**config.mk**
```make
export PLATFORM = sky130hd
export DESIGN_NAME = adpcma_drv
export DESIGN_NICKNAME = d
export VERILOG_FILES = /design/src/adpcma_pkg.sv /design/src/adpcma_addr_cnt.sv /design/src/adpcma_decoder.sv /design/src/adpcma_gain.sv /design/src/adpcma_mixer.sv /design/src/adpcma_drv.sv
export SDC_FILE = /design/constraint.sdc
export NUM_CORES = 2
export LEC_CHECK = 0
export BUFFER_PORTS_ARGS = -buffer_cell sky130_fd_sc_hd__buf_4
export CAP_MARGIN = 25
export CELL_PAD_IN_SITES_DETAIL_PLACEMENT = 1
export CELL_PAD_IN_SITES_GLOBAL_PLACEMENT = 2
export CORE_MARGIN = 5
export CORE_UTILIZATION = 40
export DETAILED_ROUTE_END_ITERATION = 8
export GPL_ROUTABILITY_DRIVEN = 0
export GPL_TIMING_DRIVEN = 0
export PLACE_DENSITY_LB_ADDON = 0.1
export SYNTH_ARGS = -nofsm -noshare
export SYNTH_HDL_FRONTEND = slang
export SYNTH_HIERARCHICAL = 1
export SYNTH_SLANG_ARGS = --single-unit
```
**constraint.sdc**
```tcl
create_clock -name clk -period 14.6 [get_ports clk]
set_clock_uncertainty 0.15 [all_clocks]
set_input_delay 2.19 -clock clk [delete_from_list [all_inputs] [get_ports clk]]
set_output_delay 2.19 -clock clk [all_outputs]
set_load 0.01 [all_outputs]
```
**src/adpcma_pkg.sv**
```systemverilog
// ----------------------------------------
// shared constants for the ADPCM-A engine
// step and index tables follow the YM2610
// ADPCM-A decoder, 12-bit accumulator
// index_adj needs 5 bits to hold +9
// ----------------------------------------
`default_nettype none

package adpcma_pkg;

    localparam int num_ch    = 6;
    localparam int frame_len = 18;             // cen slots per output sample
    localparam logic [4:0] slot_out = 5'd9;    // mixed sample published here

    localparam int addr_w = 20;                // ROM byte address
    localparam int reg_w  = 12;                // start/end in 256-byte pages
    localparam int acc_w  = 12;
    localparam int pcm_w  = 16;

    localparam int step_max = 48;

    localparam logic [10:0] step_table [0:step_max] = '{
        11'd16,   11'd17,   11'd19,   11'd21,   11'd23,   11'd25,   11'd28,
        11'd31,   11'd34,   11'd37,   11'd41,   11'd45,   11'd50,   11'd55,
        11'd60,   11'd66,   11'd73,   11'd80,   11'd88,   11'd97,   11'd107,
        11'd118,  11'd130,  11'd143,  11'd157,  11'd173,  11'd190,  11'd209,
        11'd230,  11'd253,  11'd279,  11'd307,  11'd337,  11'd371,  11'd408,
        11'd449,  11'd494,  11'd544,  11'd598,  11'd658,  11'd724,  11'd796,
        11'd876,  11'd963,  11'd1060, 11'd1166, 11'd1282, 11'd1411, 11'd1552
    };

    // indexed by nibble magnitude, bits 2..0
    localparam logic signed [4:0] index_adj [0:7] = '{
        -5'sd1, -5'sd1, -5'sd1, -5'sd1,
        5'sd2,  5'sd5,  5'sd7,  5'sd9
    };

endpackage

`default_nettype wire

```
**src/adpcma_addr_cnt.sv**
```systemverilog
// ----------------------------------------
// channel k is served in slot k (0..5)
// end writes land in slots 6..11
// addr/roe_n are combinational from slot
// a channel stops after byte end*256+255
// ----------------------------------------
`timescale 1ns/1ps
`default_nettype none

module adpcma_addr_cnt (
    input  wire                            clk,
    input  wire                            rst_n,
    input  wire                            cen,
    input  wire [4:0]                      slot,
    input  wire [adpcma_pkg::reg_w-1:0]    addr_in,
    input  wire                            start_wr,
    input  wire                            end_wr,
    input  wire                            key_on,
    input  wire                            key_off,
    output logic [adpcma_pkg::addr_w-1:0]  addr,
    output logic                           nibble_sel,   // 1 = low nibble due
    output logic                           ch_on,
    output logic                           roe_n
);
    import adpcma_pkg::*;

    logic [reg_w-1:0]  start_reg [num_ch];
    logic [reg_w-1:0]  end_reg [num_ch];
    logic [addr_w-1:0] cur [num_ch];
    logic [num_ch-1:0] phase;
    logic [num_ch-1:0] on;
    logic              in_ch;
    logic              in_end;
    logic              last;
    logic [2:0]        ch;
    logic [2:0]        ch_e;
    logic [reg_w-1:0]  start_eff;

    always_comb begin
        in_ch      = slot < 5'(num_ch);
        in_end     = !in_ch && slot < 5'(2 * num_ch);
        ch         = slot[2:0];
        ch_e       = 3'(slot - 5'(num_ch));
        start_eff  = '0;
        addr       = '0;
        nibble_sel = 1'b0;
        ch_on      = 1'b0;
        last       = 1'b0;
        if (in_ch) begin
            start_eff  = start_wr ? addr_in : start_reg[ch];
            ch_on      = key_on || (on[ch] && !key_off);
            nibble_sel = !key_on && phase[ch];           // key-on restarts on high nibble
            addr       = key_on ? {start_eff, 8'h00} : cur[ch];
            last       = nibble_sel && addr == {end_reg[ch], 8'hff};
        end
        roe_n = !(ch_on && !nibble_sel);                 // fetch only for high nibble
    end

    always_ff @(posedge clk or negedge rst_n) begin
        if (!rst_n) begin
            for (int i = 0; i < num_ch; i++) begin
                start_reg[i] <= '0;
                end_reg[i]   <= '0;
                cur[i]       <= '0;
            end
            phase <= '0;
            on    <= '0;
        end else if (cen) begin
            if (in_ch) begin
                if (start_wr)
                    start_reg[ch] <= addr_in;
                on[ch] <= ch_on && !last;
                if (ch_on) begin
                    phase[ch] <= !nibble_sel;
                    cur[ch]   <= nibble_sel ? addr + 20'd1 : addr;  // next byte after low
                end
            end
            if (in_end && end_wr)
                end_reg[ch_e] <= addr_in;
        end
    end

endmodule

`default_nettype wire

```
**src/adpcma_decoder.sv**
```systemverilog
// ----------------------------------------
// one nibble per cen, channel given by ch
// start clears accumulator and step index
// before the nibble is applied
// off channels output zero, state held
// ----------------------------------------
`timescale 1ns/1ps
`default_nettype none

module adpcma_decoder (
    input  wire                                  clk,
    input  wire                                  rst_n,
    input  wire                                  cen,
    input  wire [2:0]                            ch,
    input  wire [3:0]                            nibble,
    input  wire                                  ch_on,
    input  wire                                  start,
    output logic signed [adpcma_pkg::acc_w-1:0]  pcm
);
    import adpcma_pkg::*;

    logic signed [acc_w-1:0] acc [num_ch];
    logic [5:0]              idx [num_ch];
    logic signed [acc_w-1:0] acc_base;
    logic [5:0]              idx_base;
    logic [14:0]             prod;
    logic [11:0]             delta;
    logic signed [acc_w+1:0] acc_sum;
    logic signed [acc_w-1:0] acc_next;
    logic signed [7:0]       idx_sum;
    logic [5:0]              idx_next;

    always_comb begin
        acc_base = start ? '0 : acc[ch];
        idx_base = start ? '0 : idx[ch];
        prod     = step_table[idx_base] * {nibble[2:0], 1'b1};  // step * (2m+1)
        delta    = 12'(prod >> 3);
        if (nibble[3])
            acc_sum = acc_base - $signed({2'b00, delta});
        else
            acc_sum = acc_base + $signed({2'b00, delta});

        // clamp to the 12-bit range
        if (acc_sum[acc_w+1:acc_w-1] == '0 || acc_sum[acc_w+1:acc_w-1] == '1)
            acc_next = acc_sum[acc_w-1:0];
        else if (acc_sum[acc_w+1])
            acc_next = {1'b1, {(acc_w-1){1'b0}}};
        else
            acc_next = {1'b0, {(acc_w-1){1'b1}}};

        idx_sum = $signed({2'b00, idx_base}) + index_adj[nibble[2:0]];
        if (idx_sum < 0)
            idx_next = '0;
        else if (idx_sum > step_max)
            idx_next = 6'(step_max);
        else
            idx_next = idx_sum[5:0];
    end

    always_ff @(posedge clk or negedge rst_n) begin
        if (!rst_n) begin
            for (int i = 0; i < num_ch; i++) begin
                acc[i] <= '0;
                idx[i] <= '0;
            end
            pcm <= '0;
        end else if (cen) begin
            if (ch_on) begin
                acc[ch] <= acc_next;
                idx[ch] <= idx_next;
                pcm     <= acc_next;
            end else begin
                pcm <= '0;
            end
        end
    end

endmodule

`default_nettype wire

```
**src/adpcma_gain.sv**
```systemverilog
// ----------------------------------------
// lracl bit 7 left, bit 6 right, 4..0 level
// out = pcm * (level+1) * (atl+1) >>> 8
// a write is used in the same cen it lands
// ----------------------------------------
`timescale 1ns/1ps
`default_nettype none

module adpcma_gain (
    input  wire                                  clk,
    input  wire                                  rst_n,
    input  wire                                  cen,
    input  wire [2:0]                            ch,
    input  wire                                  lracl_wr,
    input  wire [7:0]                            lracl_in,
    input  wire [5:0]                            atl,
    input  wire signed [adpcma_pkg::acc_w-1:0]   pcm_in,
    output logic signed [adpcma_pkg::pcm_w-1:0]  pcm_l,
    output logic signed [adpcma_pkg::pcm_w-1:0]  pcm_r
);
    import adpcma_pkg::*;

    logic [7:0]              lr [num_ch];
    logic [7:0]              lr_cur;
    logic [5:0]              lvl_mul;
    logic [6:0]              atl_mul;
    logic signed [24:0]      prod;
    logic signed [pcm_w-1:0] scaled;

    always_comb begin
        if (lracl_wr)
            lr_cur = lracl_in;
        else
            lr_cur = (ch < 3'(num_ch)) ? lr[ch] : '0;   // idle pipeline slots
        lvl_mul = {1'b0, lr_cur[4:0]} + 6'd1;
        atl_mul = {1'b0, atl} + 7'd1;
        prod    = pcm_in * $signed({1'b0, lvl_mul}) * $signed({1'b0, atl_mul});
        scaled  = pcm_w'(prod >>> 8);                 // fits, max |x| is 2^14
    end

    always_ff @(posedge clk or negedge rst_n) begin
        if (!rst_n) begin
            for (int i = 0; i < num_ch; i++)
                lr[i] <= '0;
            pcm_l <= '0;
            pcm_r <= '0;
        end else if (cen) begin
            if (lracl_wr && ch < 3'(num_ch))
                lr[ch] <= lracl_in;
            pcm_l <= lr_cur[7] ? scaled : '0;
            pcm_r <= lr_cur[6] ? scaled : '0;
        end
    end

endmodule

`default_nettype wire

```
**src/adpcma_mixer.sv**
```systemverilog
// ----------------------------------------
// sums channel 0..5 in slots 3..8
// saturates and publishes in slot 9
// sample_stb lasts one clock per frame
// ----------------------------------------
`timescale 1ns/1ps
`default_nettype none

module adpcma_mixer (
    input  wire                                  clk,
    input  wire                                  rst_n,
    input  wire                                  cen,
    input  wire [4:0]                            slot,
    input  wire signed [adpcma_pkg::pcm_w-1:0]   pcm_in_l,
    input  wire signed [adpcma_pkg::pcm_w-1:0]   pcm_in_r,
    output logic signed [adpcma_pkg::pcm_w-1:0]  pcm_l,
    output logic signed [adpcma_pkg::pcm_w-1:0]  pcm_r,
    output logic                                 sample_stb
);
    import adpcma_pkg::*;

    logic signed [pcm_w+2:0] acc_l;      // room for six full-scale channels
    logic signed [pcm_w+2:0] acc_r;
    logic                    in_mix;

    function automatic logic signed [pcm_w-1:0] sat(input logic signed [pcm_w+2:0] v);
        if (v[pcm_w+2:pcm_w-1] == '0 || v[pcm_w+2:pcm_w-1] == '1)
            sat = v[pcm_w-1:0];
        else if (v[pcm_w+2])
            sat = {1'b1, {(pcm_w-1){1'b0}}};
        else
            sat = {1'b0, {(pcm_w-1){1'b1}}};
    endfunction

    assign in_mix = slot >= slot_out - 5'(num_ch) && slot < slot_out;

    always_ff @(posedge clk or negedge rst_n) begin
        if (!rst_n) begin
            acc_l      <= '0;
            acc_r      <= '0;
            pcm_l      <= '0;
            pcm_r      <= '0;
            sample_stb <= 1'b0;
        end else begin
            sample_stb <= cen && slot == slot_out;
            if (cen && in_mix) begin
                acc_l <= acc_l + pcm_in_l;
                acc_r <= acc_r + pcm_in_r;
            end else if (cen && slot == slot_out) begin
                pcm_l <= sat(acc_l);
                pcm_r <= sat(acc_r);
                acc_l <= '0;                 // start next frame clean
                acc_r <= '0;
            end
        end
    end

    a_stb_single: assert property (
        @(posedge clk) disable iff (!rst_n) sample_stb |=> !sample_stb
    );

endmodule

`default_nettype wire

```
**src/adpcma_drv.sv**
```systemverilog
// ----------------------------------------
// 18-slot frame, slot counter resets to 0
// writes are held pending and applied to
// the frame starting at the next slot 0
// datain valid at the cen ending slot k
// ----------------------------------------
`timescale 1ns/1ps
`default_nettype none

module adpcma_drv (
    input  wire                                 clk,
    input  wire                                 rst_n,
    input  wire                                 cen,        // one-clock slot enable
    output wire [adpcma_pkg::addr_w-1:0]        addr,
    output wire                                 roe_n,
    input  wire [7:0]                           datain,
    input  wire [2:0]                           reg_ch,
    input  wire [adpcma_pkg::reg_w-1:0]         reg_data,
    input  wire                                 up_start,
    input  wire                                 up_end,
    input  wire                                 up_lracl,
    input  wire [7:0]                           lracl_in,
    input  wire                                 up_aon,
    input  wire [7:0]                           aon_cmd,    // bit 7 set means key-off
    input  wire [5:0]                           atl,
    output wire signed [adpcma_pkg::pcm_w-1:0]  pcm_l,
    output wire signed [adpcma_pkg::pcm_w-1:0]  pcm_r,
    output wire                                 sample_stb
);
    import adpcma_pkg::*;

    logic [4:0]              slot;
    logic [num_ch-1:0]       pend_start, pend_end, pend_lr, pend_on, pend_off;
    logic [num_ch-1:0]       act_start, act_end, act_lr, act_on, act_off;
    logic [num_ch-1:0]       reg_dec, on_set, off_set;
    logic [reg_w-1:0]        start_val [num_ch];
    logic [reg_w-1:0]        end_val [num_ch];
    logic [7:0]              lr_val [num_ch];
    logic [3:0]              lo_hold [num_ch];     // low nibble kept for next frame
    logic                    frame_end, in_ch, in_end, gain_ok;
    logic [2:0]              slot_ch, end_ch, dec_ch, gain_ch;
    logic                    dec_on, dec_start;
    logic [3:0]              nibble;
    logic                    key_on, key_off, start_wr, end_wr, nibble_sel, ch_on;
    logic [reg_w-1:0]        addr_in;
    logic signed [acc_w-1:0] pcm_dec;
    logic signed [pcm_w-1:0] gain_l, gain_r;

    always_comb begin
        reg_dec = '0;
        if (reg_ch < 3'(num_ch))
            reg_dec[reg_ch] = 1'b1;
        on_set    = (up_aon && !aon_cmd[7]) ? aon_cmd[num_ch-1:0] : '0;
        off_set   = (up_aon && aon_cmd[7]) ? aon_cmd[num_ch-1:0] : '0;
        frame_end = cen && slot == 5'(frame_len - 1);
        in_ch     = slot < 5'(num_ch);
        in_end    = !in_ch && slot < 5'(2 * num_ch);
        slot_ch   = slot[2:0];
        end_ch    = 3'(slot - 5'(num_ch));
        key_on    = in_ch && act_on[slot_ch];
        key_off   = in_ch && act_off[slot_ch];
        start_wr  = in_ch && act_start[slot_ch];
        end_wr    = in_end && act_end[end_ch];
        addr_in   = in_ch ? start_val[slot_ch] : end_val[end_ch];
        gain_ok   = gain_ch < 3'(num_ch);
    end

    // frame counter and command masks
    always_ff @(posedge clk or negedge rst_n) begin
        if (!rst_n) begin
            slot       <= '0;
            pend_start <= '0;
            pend_end   <= '0;
            pend_lr    <= '0;
            pend_on    <= '0;
            pend_off   <= '0;
            act_start  <= '0;
            act_end    <= '0;
            act_lr     <= '0;
            act_on     <= '0;
            act_off    <= '0;
        end else begin
            if (cen)
                slot <= frame_end ? 5'd0 : slot + 5'd1;
            if (frame_end) begin
                act_start <= pend_start;
                act_end   <= pend_end;
                act_lr    <= pend_lr;
                act_on    <= pend_on;
                act_off   <= pend_off;
            end
            pend_start <= (frame_end ? '0 : pend_start) | (up_start ? reg_dec : '0);
            pend_end   <= (frame_end ? '0 : pend_end) | (up_end ? reg_dec : '0);
            pend_lr    <= (frame_end ? '0 : pend_lr) | (up_lracl ? reg_dec : '0);
            pend_on    <= ((frame_end ? '0 : pend_on) & ~off_set) | on_set;  // last one wins
            pend_off   <= ((frame_end ? '0 : pend_off) & ~on_set) | off_set;
        end
    end

    always_ff @(posedge clk) begin
        if (up_start && reg_ch < 3'(num_ch))
            start_val[reg_ch] <= reg_data;
        if (up_end && reg_ch < 3'(num_ch))
            end_val[reg_ch] <= reg_data;
        if (up_lracl && reg_ch < 3'(num_ch))
            lr_val[reg_ch] <= lracl_in;
        if (cen && ch_on && !nibble_sel)
            lo_hold[slot_ch] <= datain[3:0];
        if (cen)
            nibble <= nibble_sel ? lo_hold[slot_ch] : datain[7:4];
    end

    // channel carried down the pipeline, 7 marks an idle stage
    always_ff @(posedge clk or negedge rst_n) begin
        if (!rst_n) begin
            dec_ch    <= 3'd7;
            dec_on    <= 1'b0;
            dec_start <= 1'b0;
            gain_ch   <= 3'd7;
        end else if (cen) begin
            dec_ch    <= in_ch ? slot_ch : 3'd7;
            dec_on    <= ch_on;
            dec_start <= key_on;
            gain_ch   <= dec_ch;
        end
    end

    adpcma_addr_cnt i_addr_cnt (
        .clk(clk), .rst_n(rst_n), .cen(cen), .slot(slot), .addr_in(addr_in),
        .start_wr(start_wr), .end_wr(end_wr), .key_on(key_on), .key_off(key_off),
        .addr(addr), .nibble_sel(nibble_sel), .ch_on(ch_on), .roe_n(roe_n)
    );

    adpcma_decoder i_decoder (
        .clk(clk), .rst_n(rst_n), .cen(cen), .ch(dec_ch), .nibble(nibble),
        .ch_on(dec_on), .start(dec_start), .pcm(pcm_dec)
    );

    adpcma_gain i_gain (
        .clk(clk), .rst_n(rst_n), .cen(cen), .ch(gain_ch),
        .lracl_wr(gain_ok && act_lr[gain_ch]),
        .lracl_in(gain_ok ? lr_val[gain_ch] : 8'h00),
        .atl(atl), .pcm_in(pcm_dec), .pcm_l(gain_l), .pcm_r(gain_r)
    );

    adpcma_mixer i_mixer (
        .clk(clk), .rst_n(rst_n), .cen(cen), .slot(slot),
        .pcm_in_l(gain_l), .pcm_in_r(gain_r),
        .pcm_l(pcm_l), .pcm_r(pcm_r), .sample_stb(sample_stb)
    );

endmodule

`default_nettype wire

```
-- After elaboration in Yosys (flattened, before gate mapping)
Memories as Yosys holds them, arrays and structs flattened.
Cells that the tools add are included.
- bits in registers: 624
- memory bits (writable): 216
- memory bits (read-only): 744
- bits of input ports: 52
- output and inout bits: 54
- word-level logic and storage cells: 289
- memories kept: 6
- memories (memory ; depth ; width ; read ports ; clocked after Yosys merged registers in ; wr ports ; RTL line ; RTL):
    (name not given) ; 64 ; 11 ; 1 ; 0 ; 0 ; adpcma_decoder.sv:36 ; prod = step_table[idx_base] * {nibble[2:0], 1'b1};
    end_val ; 6 ; 12 ; 1 ; 0 ; 1 ; adpcma_drv.sv:37 ; logic [reg_w-1:0] end_val [num_ch];
    start_val ; 6 ; 12 ; 1 ; 0 ; 1 ; adpcma_drv.sv:36 ; logic [reg_w-1:0] start_val [num_ch];
    lr_val ; 6 ; 8 ; 1 ; 0 ; 1 ; adpcma_drv.sv:38 ; logic [7:0] lr_val [num_ch];
    (name not given) ; 8 ; 5 ; 1 ; 0 ; 0 ; adpcma_decoder.sv:51 ; idx_sum = $signed({2'b00, idx_base}) + index_adj[nibble[2:0]];
    lo_hold ; 6 ; 4 ; 1 ; 0 ; 1 ; adpcma_drv.sv:39 ; logic [3:0] lo_hold [num_ch];
- $add $sub $neg: 10
- multipliers: 3
- order comparisons: 24
- equality and inequality tests: 6
- muxes and demuxes: 110
- bitwise operators: 16
- reduce and logical (&&, ||, !) cells: 52
- operators with widths (cell ; count):
    $bwmux W72 ; 3
    $mux W12 ; 15
    $bwmux W120 ; 1
    $mux W20 ; 6
    $bmux W12 S3 ; 3
    $demux W12 S3 ; 3
    $mux W6 ; 17
    $mux W16 ; 6
    $bmux W20 S3 ; 1
    $demux W20 S3 ; 1
    $mux W19 ; 3
    $bwmux W48 ; 1
    $mux W8 ; 6
    $add A19 B16 Y19 ; 2
    $bwmux W36 ; 1
    $logic_and A1 B1 Y1 ; 30
    $or A6 B6 Y6 ; 5
    $mul A25 B8 Y24 ; 1
    $bmux W8 S3 ; 1
    $demux W8 S3 ; 1
    $mux W11 ; 2
    $bmux W1 S3 ; 7
    $add A20 B1 Y20 const B ; 1
    $eq A20 B20 Y1 ; 1
    45 further kinds ; 103

-- Logic depth before layout (Yosys ltp)
- depth after elaboration: 16
- depth in mapped cells: 48
- gate-level depth less buffers: 44

-- By module
The synthesis kept the hierarchy.
- by module, submodules not included (module ; times used ; cells an instance ; area an instance (µm²) ; sequential area each (µm²)):
    adpcma_addr_cnt ; 1 ; 1193 ; 13890.8 ; 6906.6
    adpcma_drv ; 1 ; 787 ; 11735.0 ; 8440.6
    adpcma_gain ; 1 ; 1117 ; 10332.4 ; 1851.8
    adpcma_decoder ; 1 ; 1024 ; 8977.4 ; 3002.9
    adpcma_mixer ; 1 ; 501 ; 4575.6 ; 1776.7

-- Worst setup path before layout
No wires, ideal clock.
- path kind: reg-to-reg
- start: register gain_ch[0]
- end: register i_gain/pcm_r[15] (netlist name)
- setup time: 84 ps
- arrival time: 10725 ps
- data required time: 14366 ps
- setup slack: 3641 ps
- cell stages (with the launch flop): 42
- buffers on the path: 3
- period minus slack after synthesis: 10959 ps
- cells stage by stage: dfstp_2 > buf_2 > mux4_2 > mux2_2 > clkbuf_1 > a2111oi_0 > a21oi_1 > inv_1 > ha_1 > xnor2_1 > clkbuf_1 > nand2b_1 > fa_1 > fa_1 > inv_1 > fa_1 > inv_1 > fa_1 > [... 6 more ...] > xnor2_1 > nand2_1 > fa_1 > inv_1 > fa_1 > fa_1 > inv_1 > fa_1 > inv_1 > ha_1 > a21o_1 > a21o_1 > a21o_1 > a2111oi_2 > nor3b_1 > nor3_1 > xnor3_1 > o22ai_1
- longest elaborated chain between the ends: 10
- elaborated cells on any way between the ends: 16
- those cells by class: add/sub (1); mul (2); order compare (1); mux (9); bitwise (1); reduce/logical (1); memory (1)
- RTL lines (item ; RTL line ; RTL):
    start, declared ; adpcma_drv.sv:41 ; logic [2:0] slot_ch, end_ch, dec_ch, gain_ch;
    start signal, assigned ; adpcma_drv.sv:124 ; gain_ch <= dec_ch;
    $not A3 Y4 (not written as such) ; adpcma_gain.sv:34 ; lr_cur = (ch < 3'(num_ch)) ? lr[ch] : '0;
    $bmux W8 S3 ; adpcma_gain.sv:34 ;
    $mux W8 (not written as such) (2 in a row) ; adpcma_gain.sv:34 ;
    $mux W8 ; adpcma_gain.sv:34 ;
    $mux W8 (*) ; adpcma_gain.sv:31 ; if (lracl_wr)
    $add A5 B1 Y6 ; adpcma_gain.sv:35 ; lvl_mul = {1'b0, lr_cur[4:0]} + 6'd1;
    $mul A12 B7 Y19 ; adpcma_gain.sv:37 ; prod = pcm_in * $signed({1'b0, lvl_mul}) * $signed({1'b0, atl_mul});
    $mul A25 B8 Y24 ; adpcma_gain.sv:37 ;
    $mux W16 (*) ; adpcma_gain.sv:51 ; pcm_r <= lr_cur[6] ? scaled : '0;
    end signal, assigned ; adpcma_gain.sv:51 ;
    end, declared ; adpcma_gain.sv:19 ; output logic signed [adpcma_pkg::pcm_w-1:0] pcm_r
Every way passes the cells marked *; elsewhere a longest branch is shown, timed or not. The select of a mux whose other input is x is not followed.
A chain may end at the register's enable or synchronous reset.

-- Worst setup path in the final report
- start: register gain_ch[0]
- end: register i_gain/pcm_r[12] (netlist name)
Same word-level chain as after synthesis.

==> run metrics <==
Final Non-Filler Cells 6540; synthesis warning total 6; clock slew seen by the registers of the worst setup and hold paths roughly 0.06 ns; crit path kind reg -> reg; NumNets Final between 5000 and 6000; antenna violations before repair 3; largest net degree at the start of global routing ~120; Initial Util 0.404; die width 361 µm; Tot GR Track Use 0.242; Clock Latency Late Sink 0.72 ns; leakage ~26 nW; htree depth 3; initial detailed-routing violation count roughly 2300; worst-path maximum fanout 10; CTS Buf Count 97; Largest Register i_addr_cnt/cur; fin crit share 0.920; Slowest cell on crit path o31ai_1; first-pass GRT wire length ~240 mm; maximum vdd drop around 0.14 mV; dpl cell area roughly 52000 µm²; arrival time at the worst endpoint 13.80 ns; DP Cell Count 6355; Std-Cell Core Area approximately 120000 µm²; root buf cell clkbuf_16; Most Frequent Cell on Critical Path fa_1; vias 36200; Pwr Density 139 nW/µm²; crit path time final approximately 13 ns; Setup crit start kind flip-flop; vias in the first global route between 30000 and 40000; final wirelength roughly 160 mm; final core occ 0.457; area grow syn2layout 13.0%; die area 130000 µm²; status completed; Design Area, Final 55700 µm²; Post-Syn Area 49300 µm²; post-route ant nets 0; worst hold-check path type reg -> reg; CP Data Required Time between 10 and 15 ns; total negative setup slack 0 ns; global route total overflow 0; CTS Buffer Depth 3; critical path endpoint category flip-flop; CTS tree done; Max Clock Freq between 0.07 and 0.08 GHz; Max Cap Viol 0; max reg flops 120; Filler Cell Count 13300; # Post-CTS Setup Buffers 0; IO Pins 106; Slew headroom 0.246; layout cells sized above 1 0.166; routed len/inst around 24 µm; worst slew pin tran 1.13 ns; die height 361 µm; Hold-fix buffers, CTS 0; final hold vios 0; Resized cells post-CTS 0; Port Buf Inserts just over 100; final slew viol count 0; detailed-router iteration count before antenna repair 5; post-synthesis instance total 4612; Vias/cell 5.53; RSZ-0062 raised after global routing false; DP Wirelength about 120 mm; DR DRC count 0; final setup fails 0; synthesized area per cell between 10 and 15 µm²; Mapped Nets about 5000; clk sinks 828; Worst path max stage delay between 0.7 and 0.8 ns; row cnt roughly 130
path summary, 6_finish.rpt:
path / from / end / slack (ns) / cells past startpoint
setup / recovery: gain_ch[0]$_DFFE_PN1P_ / i_gain/pcm_r[12]$_DFFE_PN0P_ / 1.17 / 40
max in group asynchronous: rst_n / i_mixer/acc_r[10]$_DFFE_PN0P_ / 10.90 / 5
hold reg to reg: act_on[2]$_DFFE_PN0P_ / act_on[2]$_DFFE_PN0P_ / 0.32 / 2
setup reg to reg: gain_ch[0]$_DFFE_PN1P_ / i_gain/pcm_r[12]$_DFFE_PN0P_ / 1.17 / 40
min in group asynchronous: rst_n / i_gain/lr[42]$_DFFE_PN0P_ / 1.16 / 1
hold / removal: act_on[2]$_DFFE_PN0P_ / act_on[2]$_DFFE_PN0P_ / 0.32 / 2
layout make-up:
class,instances,area (µm²),share of cell area
inverters,332,1250,0.0224
diodes,2,5.00,0.0000898
clock buffers,128,2710,0.0487
multi-input cells,3205,25000,0.449
well taps,1625,2030,0.0365
plain buffers,247,1290,0.0231
clock inverters,53,559,0.0100
flip-flops and latches,828,21800,0.391
repair buffers,120,1070,0.0193
placed cells by master, fill, tap and decap left out, types with 26 or more instances in the layout:
cell type and instances:
a21o_1 70, clkbuf_16 97, ha_1 176, mux2_2 282, fa_1 163, buf_4 127, xnor2_1 85, and3_1 32
mux4_2 28, o21ai_1 28, mux2i_1 173, nand2_1 431, inv_1 328, nor2_1 369, o21ai_0 205, o22ai_1 57
xor2_1 60, a21oi_1 226, edfxtp_1 214, buf_6 27, o31ai_1 34, clkbuf_1 138, buf_2 55, nand2b_1 47
a2111oi_0 29, nor2b_1 61, and2_1 61, nand3_1 65, nor3_1 47, clkinv_2 26, a31oi_1 42, dfrtp_1 608
metal layers:
metal / track usage / vias to the layer above / part of all wire
met5: 0 / - / 0
met4: 0.0761 / 0 / 0.031
met3: 0.0282 / 217 / 0.036
met2: 0.412 / 672 / 0.49
met1: 0.325 / 18600 / 0.45
li1: - / 16700 / -
metrics by stage:
stage | hold slack [ns] | setup WS (ns) | total power [mW]
after floorplan | 0.288 | 3.67 | 4.26
after global placement | 0.300 | 1.22 | 5.25
after detailed placement | 0.308 | 1.12 | 5.29
after CTS | 0.322 | 1.01 | 7.83
after global routing | 0.341 | 0.339 | 8.14
final | 0.320 | 1.17 | 7.75
report_power, final:
group          total (mW)  switching (mW)  internal [mW]  leakage (nW)
clock                2.51            1.05           1.46          1.62
combinational        2.51            1.71          0.799          13.7
sequential           2.74           0.160           2.58          10.3
critical path: cells and delay by family, from the launching register on:
family | cells | cell delay (ns)
fa+ha+maj | 10 | 4.71
compound gates | 9 | 2.48
buf+inv | 10 | 2.18
simple gates | 6 | 1.51
xor+xnor | 3 | 1.11
flops | 1 | 0.66
mux | 2 | 0.39
(Power assumes the default switching activity.)
